**src/dmr_params.svh**
```systemverilog
`ifndef DMR_PARAMS_SVH
`define DMR_PARAMS_SVH

// --------------------------------------------------
// replica fan-out
// --------------------------------------------------

// number of lockstep replicas that receive the interrupt and return an ack
// the default pair is plain DMR, 3 also works for a triple of replicas
`define DMR_NUM_REPLICAS 2

// --------------------------------------------------
// delivery retries
// --------------------------------------------------

// replays allowed after a failed first attempt before the error is latched
`define DMR_MAX_RETRY 3

// width of the retry counter, it has to hold DMR_MAX_RETRY itself
`define DMR_RETRY_CNT_W 2

`endif

```
**src/irq_pkg.sv**
```systemverilog
`include "dmr_params.svh"

// types for the interrupt path between the source, the fork and the replicas
package irq_pkg;

  // --------------------------------------------------
  // per-replica vectors
  // --------------------------------------------------

  // one bit per replica, bit i belongs to replica i
  // the same shape carries the forked interrupt lines and the acks
  // that come back from the replicas
  typedef logic [`DMR_NUM_REPLICAS-1:0] irq_vec_t;

  // a replica acks in the same cycle that it sees its interrupt bit high,
  // so an ack vector is only ever a subset of the irq vector of that cycle
  // all ones in the ack vector is a clean delivery to every replica
  // a partial pattern means the replicas saw different things
  // an all zero pattern with an active interrupt is a silent miss

endpackage

```
**src/recovery_pkg.sv**
```systemverilog
`include "dmr_params.svh"

// types for the delivery monitor and its replay bookkeeping
package recovery_pkg;

  // --------------------------------------------------
  // monitor FSM
  // --------------------------------------------------

  // MON_IDLE means no failed attempt is pending
  // MON_RETRY means a replay is in flight in the fork
  // MON_FATAL is sticky until reset, the retries ran out
  // the fourth code is unused and the monitor treats it as fatal
  typedef enum logic [1:0] {
    MON_IDLE  = 2'd0,
    MON_RETRY = 2'd1,
    MON_FATAL = 2'd2
  } mon_state_e;

  // --------------------------------------------------
  // retry accounting
  // --------------------------------------------------

  // counts the replays spent on the current interrupt
  // cleared by a successful delivery, saturates at DMR_MAX_RETRY
  typedef logic [`DMR_RETRY_CNT_W-1:0] retry_cnt_t;

endpackage

```
**src/tmr_state_reg.sv**
```systemverilog
// triplicated register for FSM state
// three copies are written with the same next value and read through
// a bitwise majority vote, so one flipped copy never reaches q_o
module tmr_state_reg #(
  parameter int WIDTH = 4
) (
  input  logic             clk_i,
  input  logic             rst_ni,
  input  logic [WIDTH-1:0] d_i,
  output logic [WIDTH-1:0] q_o,
  output logic             mismatch_o
);

  // --------------------------------------------------
  // storage
  // --------------------------------------------------

  // the three copies, kept as separate vectors so each one is its own flop set
  logic [WIDTH-1:0] copy_a_q;
  logic [WIDTH-1:0] copy_b_q;
  logic [WIDTH-1:0] copy_c_q;

  // every copy loads the same next value on each clock
  // the user computes d_i from the voted q_o, so a copy hit by an upset
  // is overwritten with the majority value on the following edge
  always_ff @(posedge clk_i or negedge rst_ni) begin
    if (!rst_ni) begin
      copy_a_q <= '0;
      copy_b_q <= '0;
      copy_c_q <= '0;
    end else begin
      copy_a_q <= d_i;
      copy_b_q <= d_i;
      copy_c_q <= d_i;
    end
  end

  // --------------------------------------------------
  // voting
  // --------------------------------------------------

  // bitwise two-out-of-three majority
  // each bit is voted on its own, so upsets in different bits of
  // different copies are still masked
  assign q_o = (copy_a_q & copy_b_q) |
               (copy_a_q & copy_c_q) |
               (copy_b_q & copy_c_q);

  // any copy that differs from another one in any bit
  // comparing a against b and a against c covers every disagreement,
  // since b and c can only differ if one of them differs from a
  assign mismatch_o = (|(copy_a_q ^ copy_b_q)) |
                      (|(copy_a_q ^ copy_c_q));

endmodule

```
**src/dmr_interrupt_fork.sv**
```systemverilog
`include "dmr_params.svh"

// fans one interrupt source out to every replica
// the interrupt is forwarded combinationally, and when repeat_i is high in
// a cycle with an active interrupt, every output is raised again one cycle
// later
// only one replay can be outstanding at a time, the source is expected to
// stay quiet while it is in flight
module dmr_interrupt_fork (
  input  logic              clk_i,
  input  logic              rst_ni,
  input  logic              repeat_i,
  input  logic              irq_i,
  output irq_pkg::irq_vec_t irq_o
);

  // --------------------------------------------------
  // outstanding replay, triplicated
  // --------------------------------------------------

  // three copies of the "replay next cycle" bit
  logic [2:0] outstanding_d;
  logic [2:0] outstanding_q;

  // voted replay used inside the fork for the next-state decision
  logic replay_int;

  // interrupt seen by the replicas in this cycle, fresh or replayed
  logic irq_active;

  // one voted replay bit per output
  irq_pkg::irq_vec_t replay_voted;

  // internal majority of the three copies
  assign replay_int = (outstanding_q[0] & outstanding_q[1]) |
                      (outstanding_q[0] & outstanding_q[2]) |
                      (outstanding_q[1] & outstanding_q[2]);

  assign irq_active = irq_i | replay_int;

  // a replay is armed only when the request meets an active interrupt
  // a replayed cycle can itself be replayed, which is how the monitor
  // chains several retries back to back
  // all copies take the voted value, so a single upset is repaired
  assign outstanding_d = {3{repeat_i & irq_active}};

  always_ff @(posedge clk_i or negedge rst_ni) begin
    if (!rst_ni) begin
      outstanding_q <= '0;
    end else begin
      outstanding_q <= outstanding_d;
    end
  end

  // --------------------------------------------------
  // outputs
  // --------------------------------------------------

  // each output has its own voter, so a glitch in one voter cannot raise
  // or drop the interrupt on every replica at the same time
  for (genvar i = 0; i < `DMR_NUM_REPLICAS; i++) begin : gen_out_voter
    assign replay_voted[i] = (outstanding_q[0] & outstanding_q[1]) |
                             (outstanding_q[0] & outstanding_q[2]) |
                             (outstanding_q[1] & outstanding_q[2]);
  end

  // fresh interrupt goes straight through in the same cycle
  assign irq_o = {`DMR_NUM_REPLICAS{irq_i}} | replay_voted;

  // --------------------------------------------------
  // source handshake
  // --------------------------------------------------

  // once a replay has been armed the next cycle belongs to it
  // a new source pulse there would be merged into the replay and lost
  irq_overrun_chk : assert property (
    @(posedge clk_i) disable iff (!rst_ni)
    (repeat_i && irq_active) |=> !irq_i
  ) else $warning("interrupt overrun while a replay is outstanding");

endmodule

```
**src/irq_delivery_monitor.sv**
```systemverilog
`include "dmr_params.svh"

// watches the acks that the replicas return for each interrupt attempt
// a failed attempt asks the fork for a replay until the retries run out,
// after which a fatal error is latched until reset
// the FSM state and the retry counter live in one triplicated register
module irq_delivery_monitor (
  input  logic              clk_i,
  input  logic              rst_ni,
  input  irq_pkg::irq_vec_t irq_i,
  input  irq_pkg::irq_vec_t ack_i,
  output logic              repeat_o,
  output logic              delivered_o,
  output logic              diverge_o,
  output logic              fatal_o
);

  // widths of the fields packed into the protected register
  localparam int STATE_W = $bits(recovery_pkg::mon_state_e);
  localparam int CNT_W   = `DMR_RETRY_CNT_W;
  localparam int REG_W   = STATE_W + CNT_W;

  // --------------------------------------------------
  // attempt classification
  // --------------------------------------------------

  logic irq_active;
  logic all_ack;
  logic acks_equal;
  logic attempt_ok;
  logic attempt_fail;
  logic retries_left;

  // any replica output high counts as an attempt, fresh or replayed
  assign irq_active = |irq_i;

  // success needs every replica to have taken it
  assign all_ack = &ack_i;

  // the acks agree when they are all ones or all zeros
  // a failed attempt with disagreeing acks means the replicas diverged
  assign acks_equal = (&ack_i) | ~(|ack_i);

  assign attempt_ok   = irq_active & all_ack;
  assign attempt_fail = irq_active & ~all_ack;

  // --------------------------------------------------
  // protected state
  // --------------------------------------------------

  recovery_pkg::mon_state_e state_d;
  recovery_pkg::mon_state_e state_q;
  recovery_pkg::retry_cnt_t cnt_d;
  recovery_pkg::retry_cnt_t cnt_q;
  logic [REG_W-1:0]         reg_d;
  logic [REG_W-1:0]         reg_q;

  assign reg_d = {state_d, cnt_d};

  tmr_state_reg #(
    .WIDTH (REG_W)
  ) i_state_reg (
    .clk_i      (clk_i),
    .rst_ni     (rst_ni),
    .d_i        (reg_d),
    .q_o        (reg_q),
    .mismatch_o ()
  );

  // unpack the voted value, all zeros after reset is MON_IDLE with no retries
  assign state_q = recovery_pkg::mon_state_e'(reg_q[REG_W-1 -: STATE_W]);
  assign cnt_q   = reg_q[CNT_W-1:0];

  // retries remain while not fatal and the counter is below the limit
  assign retries_left = (state_q != recovery_pkg::MON_FATAL) &&
                        (cnt_q < recovery_pkg::retry_cnt_t'(`DMR_MAX_RETRY));

  // replay request goes to the fork in the same cycle as the failed attempt
  assign repeat_o = attempt_fail & retries_left;

  // --------------------------------------------------
  // next state
  // --------------------------------------------------

  always_comb begin
    state_d = state_q;
    cnt_d   = cnt_q;
    case (state_q)
      recovery_pkg::MON_IDLE, recovery_pkg::MON_RETRY: begin
        if (attempt_ok) begin
          // delivered to every replica, start fresh for the next interrupt
          state_d = recovery_pkg::MON_IDLE;
          cnt_d   = '0;
        end else if (attempt_fail) begin
          if (retries_left) begin
            state_d = recovery_pkg::MON_RETRY;
            cnt_d   = cnt_q + recovery_pkg::retry_cnt_t'(1);
          end else begin
            // last replay failed too
            state_d = recovery_pkg::MON_FATAL;
          end
        end
      end
      recovery_pkg::MON_FATAL: begin
        // sticky, only reset leaves this state
        state_d = recovery_pkg::MON_FATAL;
      end
      default: begin
        // the unused code can only come from several upsets at once
        state_d = recovery_pkg::MON_FATAL;
      end
    endcase
  end

  // --------------------------------------------------
  // status outputs
  // --------------------------------------------------

  // delivered and diverge are single-cycle pulses one cycle after the attempt
  // a success after the error is latched is not reported as a delivery
  always_ff @(posedge clk_i or negedge rst_ni) begin
    if (!rst_ni) begin
      delivered_o <= 1'b0;
      diverge_o   <= 1'b0;
    end else begin
      delivered_o <= attempt_ok & (state_q != recovery_pkg::MON_FATAL);
      diverge_o   <= attempt_fail & ~acks_equal;
    end
  end

  // fatal follows the voted state, so it already lags the attempt by a cycle
  assign fatal_o = (state_q == recovery_pkg::MON_FATAL);

  // --------------------------------------------------
  // checks
  // --------------------------------------------------

  // a replica may only ack the interrupt line the fork is driving to it
  ack_without_irq_chk : assert property (
    @(posedge clk_i) disable iff (!rst_ni)
    (ack_i & ~irq_i) == '0
  ) else $error("replica ack without an active interrupt line");

  // a latched error and a delivery report exclude each other
  delivered_fatal_chk : assert property (
    @(posedge clk_i) disable iff (!rst_ni)
    !(delivered_o && fatal_o)
  ) else $error("delivered and fatal reported together");

endmodule

```
**src/dmr_irq_subsystem.sv**
```systemverilog
// top level of the interrupt delivery path for a pair of lockstep replicas
// the fork drives the replicas, the monitor checks their acks and asks
// the fork for replays through repeat
module dmr_irq_subsystem (
  input  logic              clk_i,
  input  logic              rst_ni,
  // single-cycle interrupt from the source
  input  logic              irq_i,
  // one ack per replica, same cycle as its interrupt line
  input  irq_pkg::irq_vec_t ack_i,
  // forked interrupt to the replicas
  output irq_pkg::irq_vec_t irq_o,
  // status, pulses for delivered and diverge, level for fatal
  output logic              delivered_o,
  output logic              diverge_o,
  output logic              fatal_o
);

  // --------------------------------------------------
  // internal wiring
  // --------------------------------------------------

  // replay request from the monitor into the fork
  // this is the only signal that goes from monitor to fork
  logic irq_repeat;

  // --------------------------------------------------
  // fork
  // --------------------------------------------------

  // first attempt shows up in the cycle of irq_i
  // a replay shows up one cycle after a requested repeat
  dmr_interrupt_fork i_fork (
    .clk_i    (clk_i),
    .rst_ni   (rst_ni),
    .repeat_i (irq_repeat),
    .irq_i    (irq_i),
    .irq_o    (irq_o)
  );

  // --------------------------------------------------
  // monitor
  // --------------------------------------------------

  // the monitor sees the same vector the replicas see
  // a persistently failing interrupt keeps irq_o high for
  // 1 + DMR_MAX_RETRY cycles before fatal is latched
  irq_delivery_monitor i_monitor (
    .clk_i       (clk_i),
    .rst_ni      (rst_ni),
    .irq_i       (irq_o),
    .ack_i       (ack_i),
    .repeat_o    (irq_repeat),
    .delivered_o (delivered_o),
    .diverge_o   (diverge_o),
    .fatal_o     (fatal_o)
  );

endmodule

```
**config.mk**
```make
export PLATFORM = sky130hd
export DESIGN_NAME = dmr_irq_subsystem
export DESIGN_NICKNAME = d
export VERILOG_FILES = /design/src/irq_pkg.sv /design/src/recovery_pkg.sv /design/src/tmr_state_reg.sv /design/src/dmr_interrupt_fork.sv /design/src/irq_delivery_monitor.sv /design/src/dmr_irq_subsystem.sv
export VERILOG_INCLUDE_DIRS = /design/src /design/src/src
export SDC_FILE = /design/constraint.sdc
export NUM_CORES = 1
export LEC_CHECK = 0
export BUFFER_PORTS_ARGS = -buffer_cell sky130_fd_sc_hd__buf_4
export CELL_PAD_IN_SITES_DETAIL_PLACEMENT = 1
export CELL_PAD_IN_SITES_GLOBAL_PLACEMENT = 2
export CORE_MARGIN = 2
export CORE_UTILIZATION = 25
export CTS_CLUSTER_SIZE = 16
export DETAILED_ROUTE_END_ITERATION = 16
export PLACE_DENSITY = 0.73
export SLEW_MARGIN = 20
export SYNTH_ARGS = -nofsm -noshare
export SYNTH_HDL_FRONTEND = slang
export SYNTH_SLANG_ARGS = --single-unit
```
**constraint.sdc**
```tcl
create_clock -name clk_i -period 1.5 [get_ports clk_i]
set_clock_uncertainty 0.2 [all_clocks]
set_input_delay 0.075 -clock clk_i [delete_from_list [all_inputs] [get_ports clk_i]]
set_output_delay 0.075 -clock clk_i [all_outputs]
set_load 0.05 [all_outputs]
```
## Word level (Yosys, flattened, before mapping)

Cells that the tools add are included.

- Equality and inequality tests: 3
- Multiplexer cells: 8
- Bitwise logic cells: 20
- Order comparisons: 1
- Add/subtract/negate cells: 1
- Reduce and logical (&&, ||, !) cells: 6

Operator list:

| cell | number |
|---|---|
| $mux W2 | 8 |
| $and A1 B1 Y1 | 9 |
| $or A4 B4 Y4 | 2 |
| $reduce_or A2 Y1 | 3 |
| $and A4 B4 Y4 | 1 |
| $or A1 B1 Y1 | 4 |
| $not A1 Y1 | 3 |
| $add A2 B1 Y2 const B | 1 |
| $eq A2 B1 Y1 const B | 1 |
| $eq A2 B2 Y1 const B | 1 |
| $logic_not A2 Y1 | 1 |
| $lt A2 B2 Y1 const B | 1 |
| $ne A2 B2 Y1 const B | 1 |
| $or A2 B2 Y2 | 1 |
| $reduce_and A2 Y1 | 1 |
| $logic_and A1 B1 Y1 | 1 |

- Register bits: 7
- Word-level logic and storage cells: 43
- Bits of input ports: 5
- Output and inout bits: 5

## Logic depth before layout (Yosys ltp)

- Depth in word-level cells: 9
- Gate-level depth with buffers: 4
- Depth with buffers taken out: 4

## Hierarchy

From an unflattened synthesis, not the netlist that was laid out.

- Cells, all modules: 34
- Area total of the unflattened synthesis: 357.8 um^2

Modules (own cells, without submodules):

| module | seq. area each (um^2) | area an instance (um^2) | cells an instance | instances |
|---|---|---|---|---|
| irq_delivery_monitor | 50.0 | 192.7 | 23 | 1 |
| tmr_state_reg | 100.1 | 111.4 | 6 | 1 |
| dmr_interrupt_fork | 25.0 | 53.8 | 5 | 1 |

## Worst setup path before layout

Ideal clock, no wire load.

- Path type: flip-flop to flip-flop
- Start point: register i_monitor.i_state_reg.copy_c_q[3]
- End point: register i_monitor.delivered_o
- Setup time: 0.169 ns
- Required time: 1.131 ns
- Path buffers: 0
- Stages on the path, launching flop included: 3
- Period minus slack after synthesis: 1.686 ns
- Arrival time: 1.317 ns
- Slack: -0.186 ns
- Cell sequence: dfrtp_1 > nor2b_1 > nor3b_1

- Word-level cells in the longest chain between the ends: 5

RTL lines:

| element | RTL line | RTL |
|---|---|---|
| start: declaration | tmr_state_reg.sv:21 | `logic [WIDTH-1:0] copy_c_q;` |
| start signal: assignment | tmr_state_reg.sv:34 | `copy_c_q <= d_i;` |
| $and A4 B4 Y4 (*) | tmr_state_reg.sv:47 | `(copy_b_q & copy_c_q);` |
| $or A4 B4 Y4 | tmr_state_reg.sv:45 | `assign q_o = (copy_a_q & copy_b_q) \|` |
| $or A4 B4 Y4 (*) | tmr_state_reg.sv:46 | `(copy_a_q & copy_c_q) \|` |
| $ne A2 B2 Y1 (*) | irq_delivery_monitor.sv:126 | `delivered_o <= attempt_ok & (state_q != recovery_pkg::MON_FATAL);` |
| $and A1 B1 Y1 (*) | irq_delivery_monitor.sv:126 |  |
| end signal: assignment | irq_delivery_monitor.sv:126 |  |
| end: declaration | irq_delivery_monitor.sv:13 | `output logic delivered_o,` |

Mark *: on every way between the ends. The rest lies on a longest branch, timed or not.

## Worst setup path after layout

- Start point: register i_monitor.i_state_reg.copy_c_q[0]
- End point: register i_monitor.i_state_reg.copy_c_q[0]

- Word-level cells in the longest chain between the ends: 9
- Elaborated cells between the ends (all ways): 10
- Classes of those cells: 1 x add/sub; 1 x order compare; 4 x mux; 3 x bitwise; 1 x reduce/logical

RTL lines:

| element | RTL line | RTL |
|---|---|---|
| $and A4 B4 Y4 (*) | tmr_state_reg.sv:47 |  |
| $or A4 B4 Y4 | tmr_state_reg.sv:45 |  |
| $or A4 B4 Y4 (*) | tmr_state_reg.sv:46 |  |
| $lt A2 B2 Y1 | irq_delivery_monitor.sv:76 | `` (cnt_q < recovery_pkg::retry_cnt_t'(`DMR_MAX_RETRY)); `` |
| $logic_and A1 B1 Y1 | irq_delivery_monitor.sv:75 | `assign retries_left = (state_q != recovery_pkg::MON_FATAL) &&` |
| $mux W2 | irq_delivery_monitor.sv:95 | `if (retries_left) begin` |
| $mux W2 | irq_delivery_monitor.sv:94 | `end else if (attempt_fail) begin` |
| $mux W2 | irq_delivery_monitor.sv:90 | `if (attempt_ok) begin` |
| $mux W2 (*) | irq_delivery_monitor.sv:88 | `case (state_q)` |

Marks and branches as above.

==> key figures <==
Outcome
  • Outcome: complete, no violations

Pwr
  • PwrDens: 1690 nW/um^2
  • Peak VDD IR: 0.894 mV
  • Leakage: 0.260 nW

Yosys
  • Ranking of synthesized cells by area: dfrtp_1 51%, ha_1 7.3%, o311ai_2 4.8%
  • Sequential element share of the synthesized area: 51.3%
  • #FFs+latches synth: 7
  • Post-synth top area cell: dfrtp_1
  • Synth unique cells: 18
  • Syn Nets: 37
  • Synth top area share: 51.3%
  • Syn Inst Count: 30
  • Synthesized cell area: 342 um^2
  • Synth Warn #: 0
  • Avg Inst Size Synth: 11.4 um^2

STA
  • Final WS setup: 2.73 ps
  • RSZ-0062 raised after global routing: true
  • Final period utilization: 99.8%
  • Least-Margin Pin Slew: 336 ps
  • Crit path time final: 1500 ps
  • Final Hold Viols: 0
  • Slew Limit Headroom: 77.3%
  • Max Slew Vio Count: 0
  • Setup violators final: 0
  • TNS Setup: 0 ps
  • Max Fclk: 668 MHz

Final layout
  • Nets: 59
  • Design area: 548 um^2
  • Commonest non-fill, non-tap cell in the layout: buf_4
  • Share of cells above drive strength 1: 51.0%
  • Finished Layout Cells: 66
  • Diode count: 0
  • Area grow syn2layout: 60.4%
  • Most frequent cells in the layout: 16 x buf_4, 6 x dfrtp_1, 3 x nor2_1, 3 x clkbuf_4, 3 x dlygate4sd3_1

Critical path
  • Worst-path fanout max: 4
  • CP Cell Sequence: ha_2 > or3_4 > o311ai_4
  • Crit path from: i_monitor.i_state_reg.copy_c_q[0]
  • Critical path depth: 3
  • Crit Path Class: flip-flop to flip-flop
  • Critical Path AT: 1460 ps
  • CP Capture Type: flip-flop
  • Worst R2R Setup Slack: 3 ps
  • Worst setup SP type: flip-flop
  • WP buf/inv: 0
  • Crit path to: i_monitor.i_state_reg.copy_c_q[0]
  • Worst R2R End: i_monitor.i_state_reg.copy_c_q[0]
  • Cell depth of the worst flop-to-flop path: 3
  • Max incr delay on CP: 400 ps
  • CP top delay family: flip-flops
  • Slowest CP cell: dfrtp_1
  • R2R Path Start: i_monitor.i_state_reg.copy_c_q[0]
  • CP required: 1460 ps

Global route
  • Gr usage total: 12.9%
  • Vias in the first global route: 340
  • First-pass GRT wire length: 1.29 mm
  • Total grt overflow: 0
  • Largest net degree at the start of global routing: 9
  • Antenna violations before repair: 0

Run
  • Max_cap viols: 0

Routing
  • Drt drc: 0
  • Vias per cell: 4.58
  • DRT iter0 DRCs: 0
  • WL/cell: 12.8 um
  • WL final: 846 um
  • Post-DRT Antenna Nets: 0
  • Vias: 302
  • TritonRoute pass-1 iters: 1

Clocking
  • Root Buffer Master: clkbuf_4
  • CTS tree: yes
  • Clk_lat worst skew: 250 ps
  • H-tree depth: 1
  • Buffers from clock root to sink, at most: 2
  • Reg clk slew, reported paths: 60 ps
  • CTS Buf Count: 3
  • Clk sink count: 7

Placement
  • Placed Cells: 55
  • Placement Setup Slack: 16.6 ps
  • Input/output buffers: 9
  • Dpl cell area: 440 um^2
  • RD Place Congestion: 0.836
  • Post-DP HPWL: 565 um

Die
  • Core box area: 1280 um^2
  • Row count: 13
  • Die Height: 41.0 um
  • Die area: 1680 um^2
  • Starting Density: 26.6%
  • Die X-Extent: 41.0 um
  • Io pins: 10

Worst hold path
  • Worst hold path type: primary input to flip-flop
routing by layer:
metal,track usage [%],up-vias,share of wire [%],routed length (um)
met4,2.50,0,0,0
met5,0,-,0,0
met1,9.97,147,34,291
met3,9.78,0,7.0,59
li1,-,147,-,-
met2,24.6,8,59,496
cell usage after synthesis:
master / instances
o21ai_0: 2
a21o_2: 1
inv_1: 1
nand3b_1: 2
and2_1: 1
ha_1: 2
nor2b_1: 1
o311ai_2: 1
nor2_1: 3
dfrtp_1: 7
nor3b_1: 1
mux2i_1: 1
o311ai_0: 1
or3_1: 1
nand2_1: 1
nor2_2: 1
nor4_1: 1
buf_4: 2
per-stage QoR:
| step | hold WS, ps | util (%) | total power [W] |
|---|---|---|---|
| finish | 86.1 | 42.6 | 0.000924 |
| floorplan | -421 | - | 0.000532 |
| detailed placement | -307 | 34.3 | 0.000657 |
| global placement | -310 | 34.3 | 0.000634 |
| CTS | 14.9 | 39.0 | 0.000850 |
| global route | 120 | 42.6 | 0.00100 |
power by group:
| part | total (W) | leakage, nW | switching [W] | internal (W) |
|---|---|---|---|---|
| Sequential | 0.000287 | 0.0866 | 0.0000488 | 0.000238 |
| Clock | 0.000171 | 0.0150 | 0.0000691 | 0.000101 |
| Combinational | 0.000466 | 0.159 | 0.000237 | 0.000229 |
timing repair:
| action | CTS | global route |
|---|---|---|
| endpoints found under the setup margin | 3 | 3 |
| resized for setup | 2 | 3 |
| gates cloned | 0 | 0 |
| buffers inserted | 0 | 4 |
| hold endpoints to repair | 8 | 0 |
| hold buffers | 3 | 0 |
| pin swaps | 0 | 3 |
how the worst min path moves through the flow:
stage	slack, ps	to	startpoint	depth (start not counted)
final	90	i_fork.outstanding_q[0]	ack_i[1]	3
after global routing	120	i_monitor.i_state_reg.copy_c_q[0]	irq_i	4
after CTS	10	i_monitor.i_state_reg.copy_c_q[2]	irq_i	4
after detailed placement	-310	i_fork.outstanding_q[0]	rst_ni	1
after global placement	-310	i_monitor.i_state_reg.copy_c_q[0]	rst_ni	1
after floorplan	-420	i_fork.outstanding_q[0]	rst_ni	0
layout make-up:
cell class	instances	area, um^2
Inverter	1	3.75
Multi-Input combinational cell	20	173
Clock buffer	4	26.3
Sequential cell	7	176
Fill cell	151	737
Timing Repair Buffer	19	150
Tap cell	15	18.8
tightest hold or removal path, stage by stage:
cell and delay, ps:
buf_4 80, ha_1 260, nor4_1 90
cells by family (layout without fill, tap and decap cells):
family | Yosys count | after routing | synth area share (%)
simple gates | 12 | 12 | 20.2
mux | 1 | 1 | 2.93
fa+ha+maj | 2 | 2 | 7.32
compound gates | 5 | 5 | 12.8
buf+inv | 3 | 24 | 5.49
flops | 7 | 7 | 51.3
sequential cells by signal (all words and copies together) (netlist names):
name / flops
i_monitor.diverge_o: 1
i_monitor.delivered_o: 1
i_monitor.i_state_reg.copy_c_q: 4
i_fork.outstanding_q: 1
Note: power is estimated with default switching activity, not from simulation.
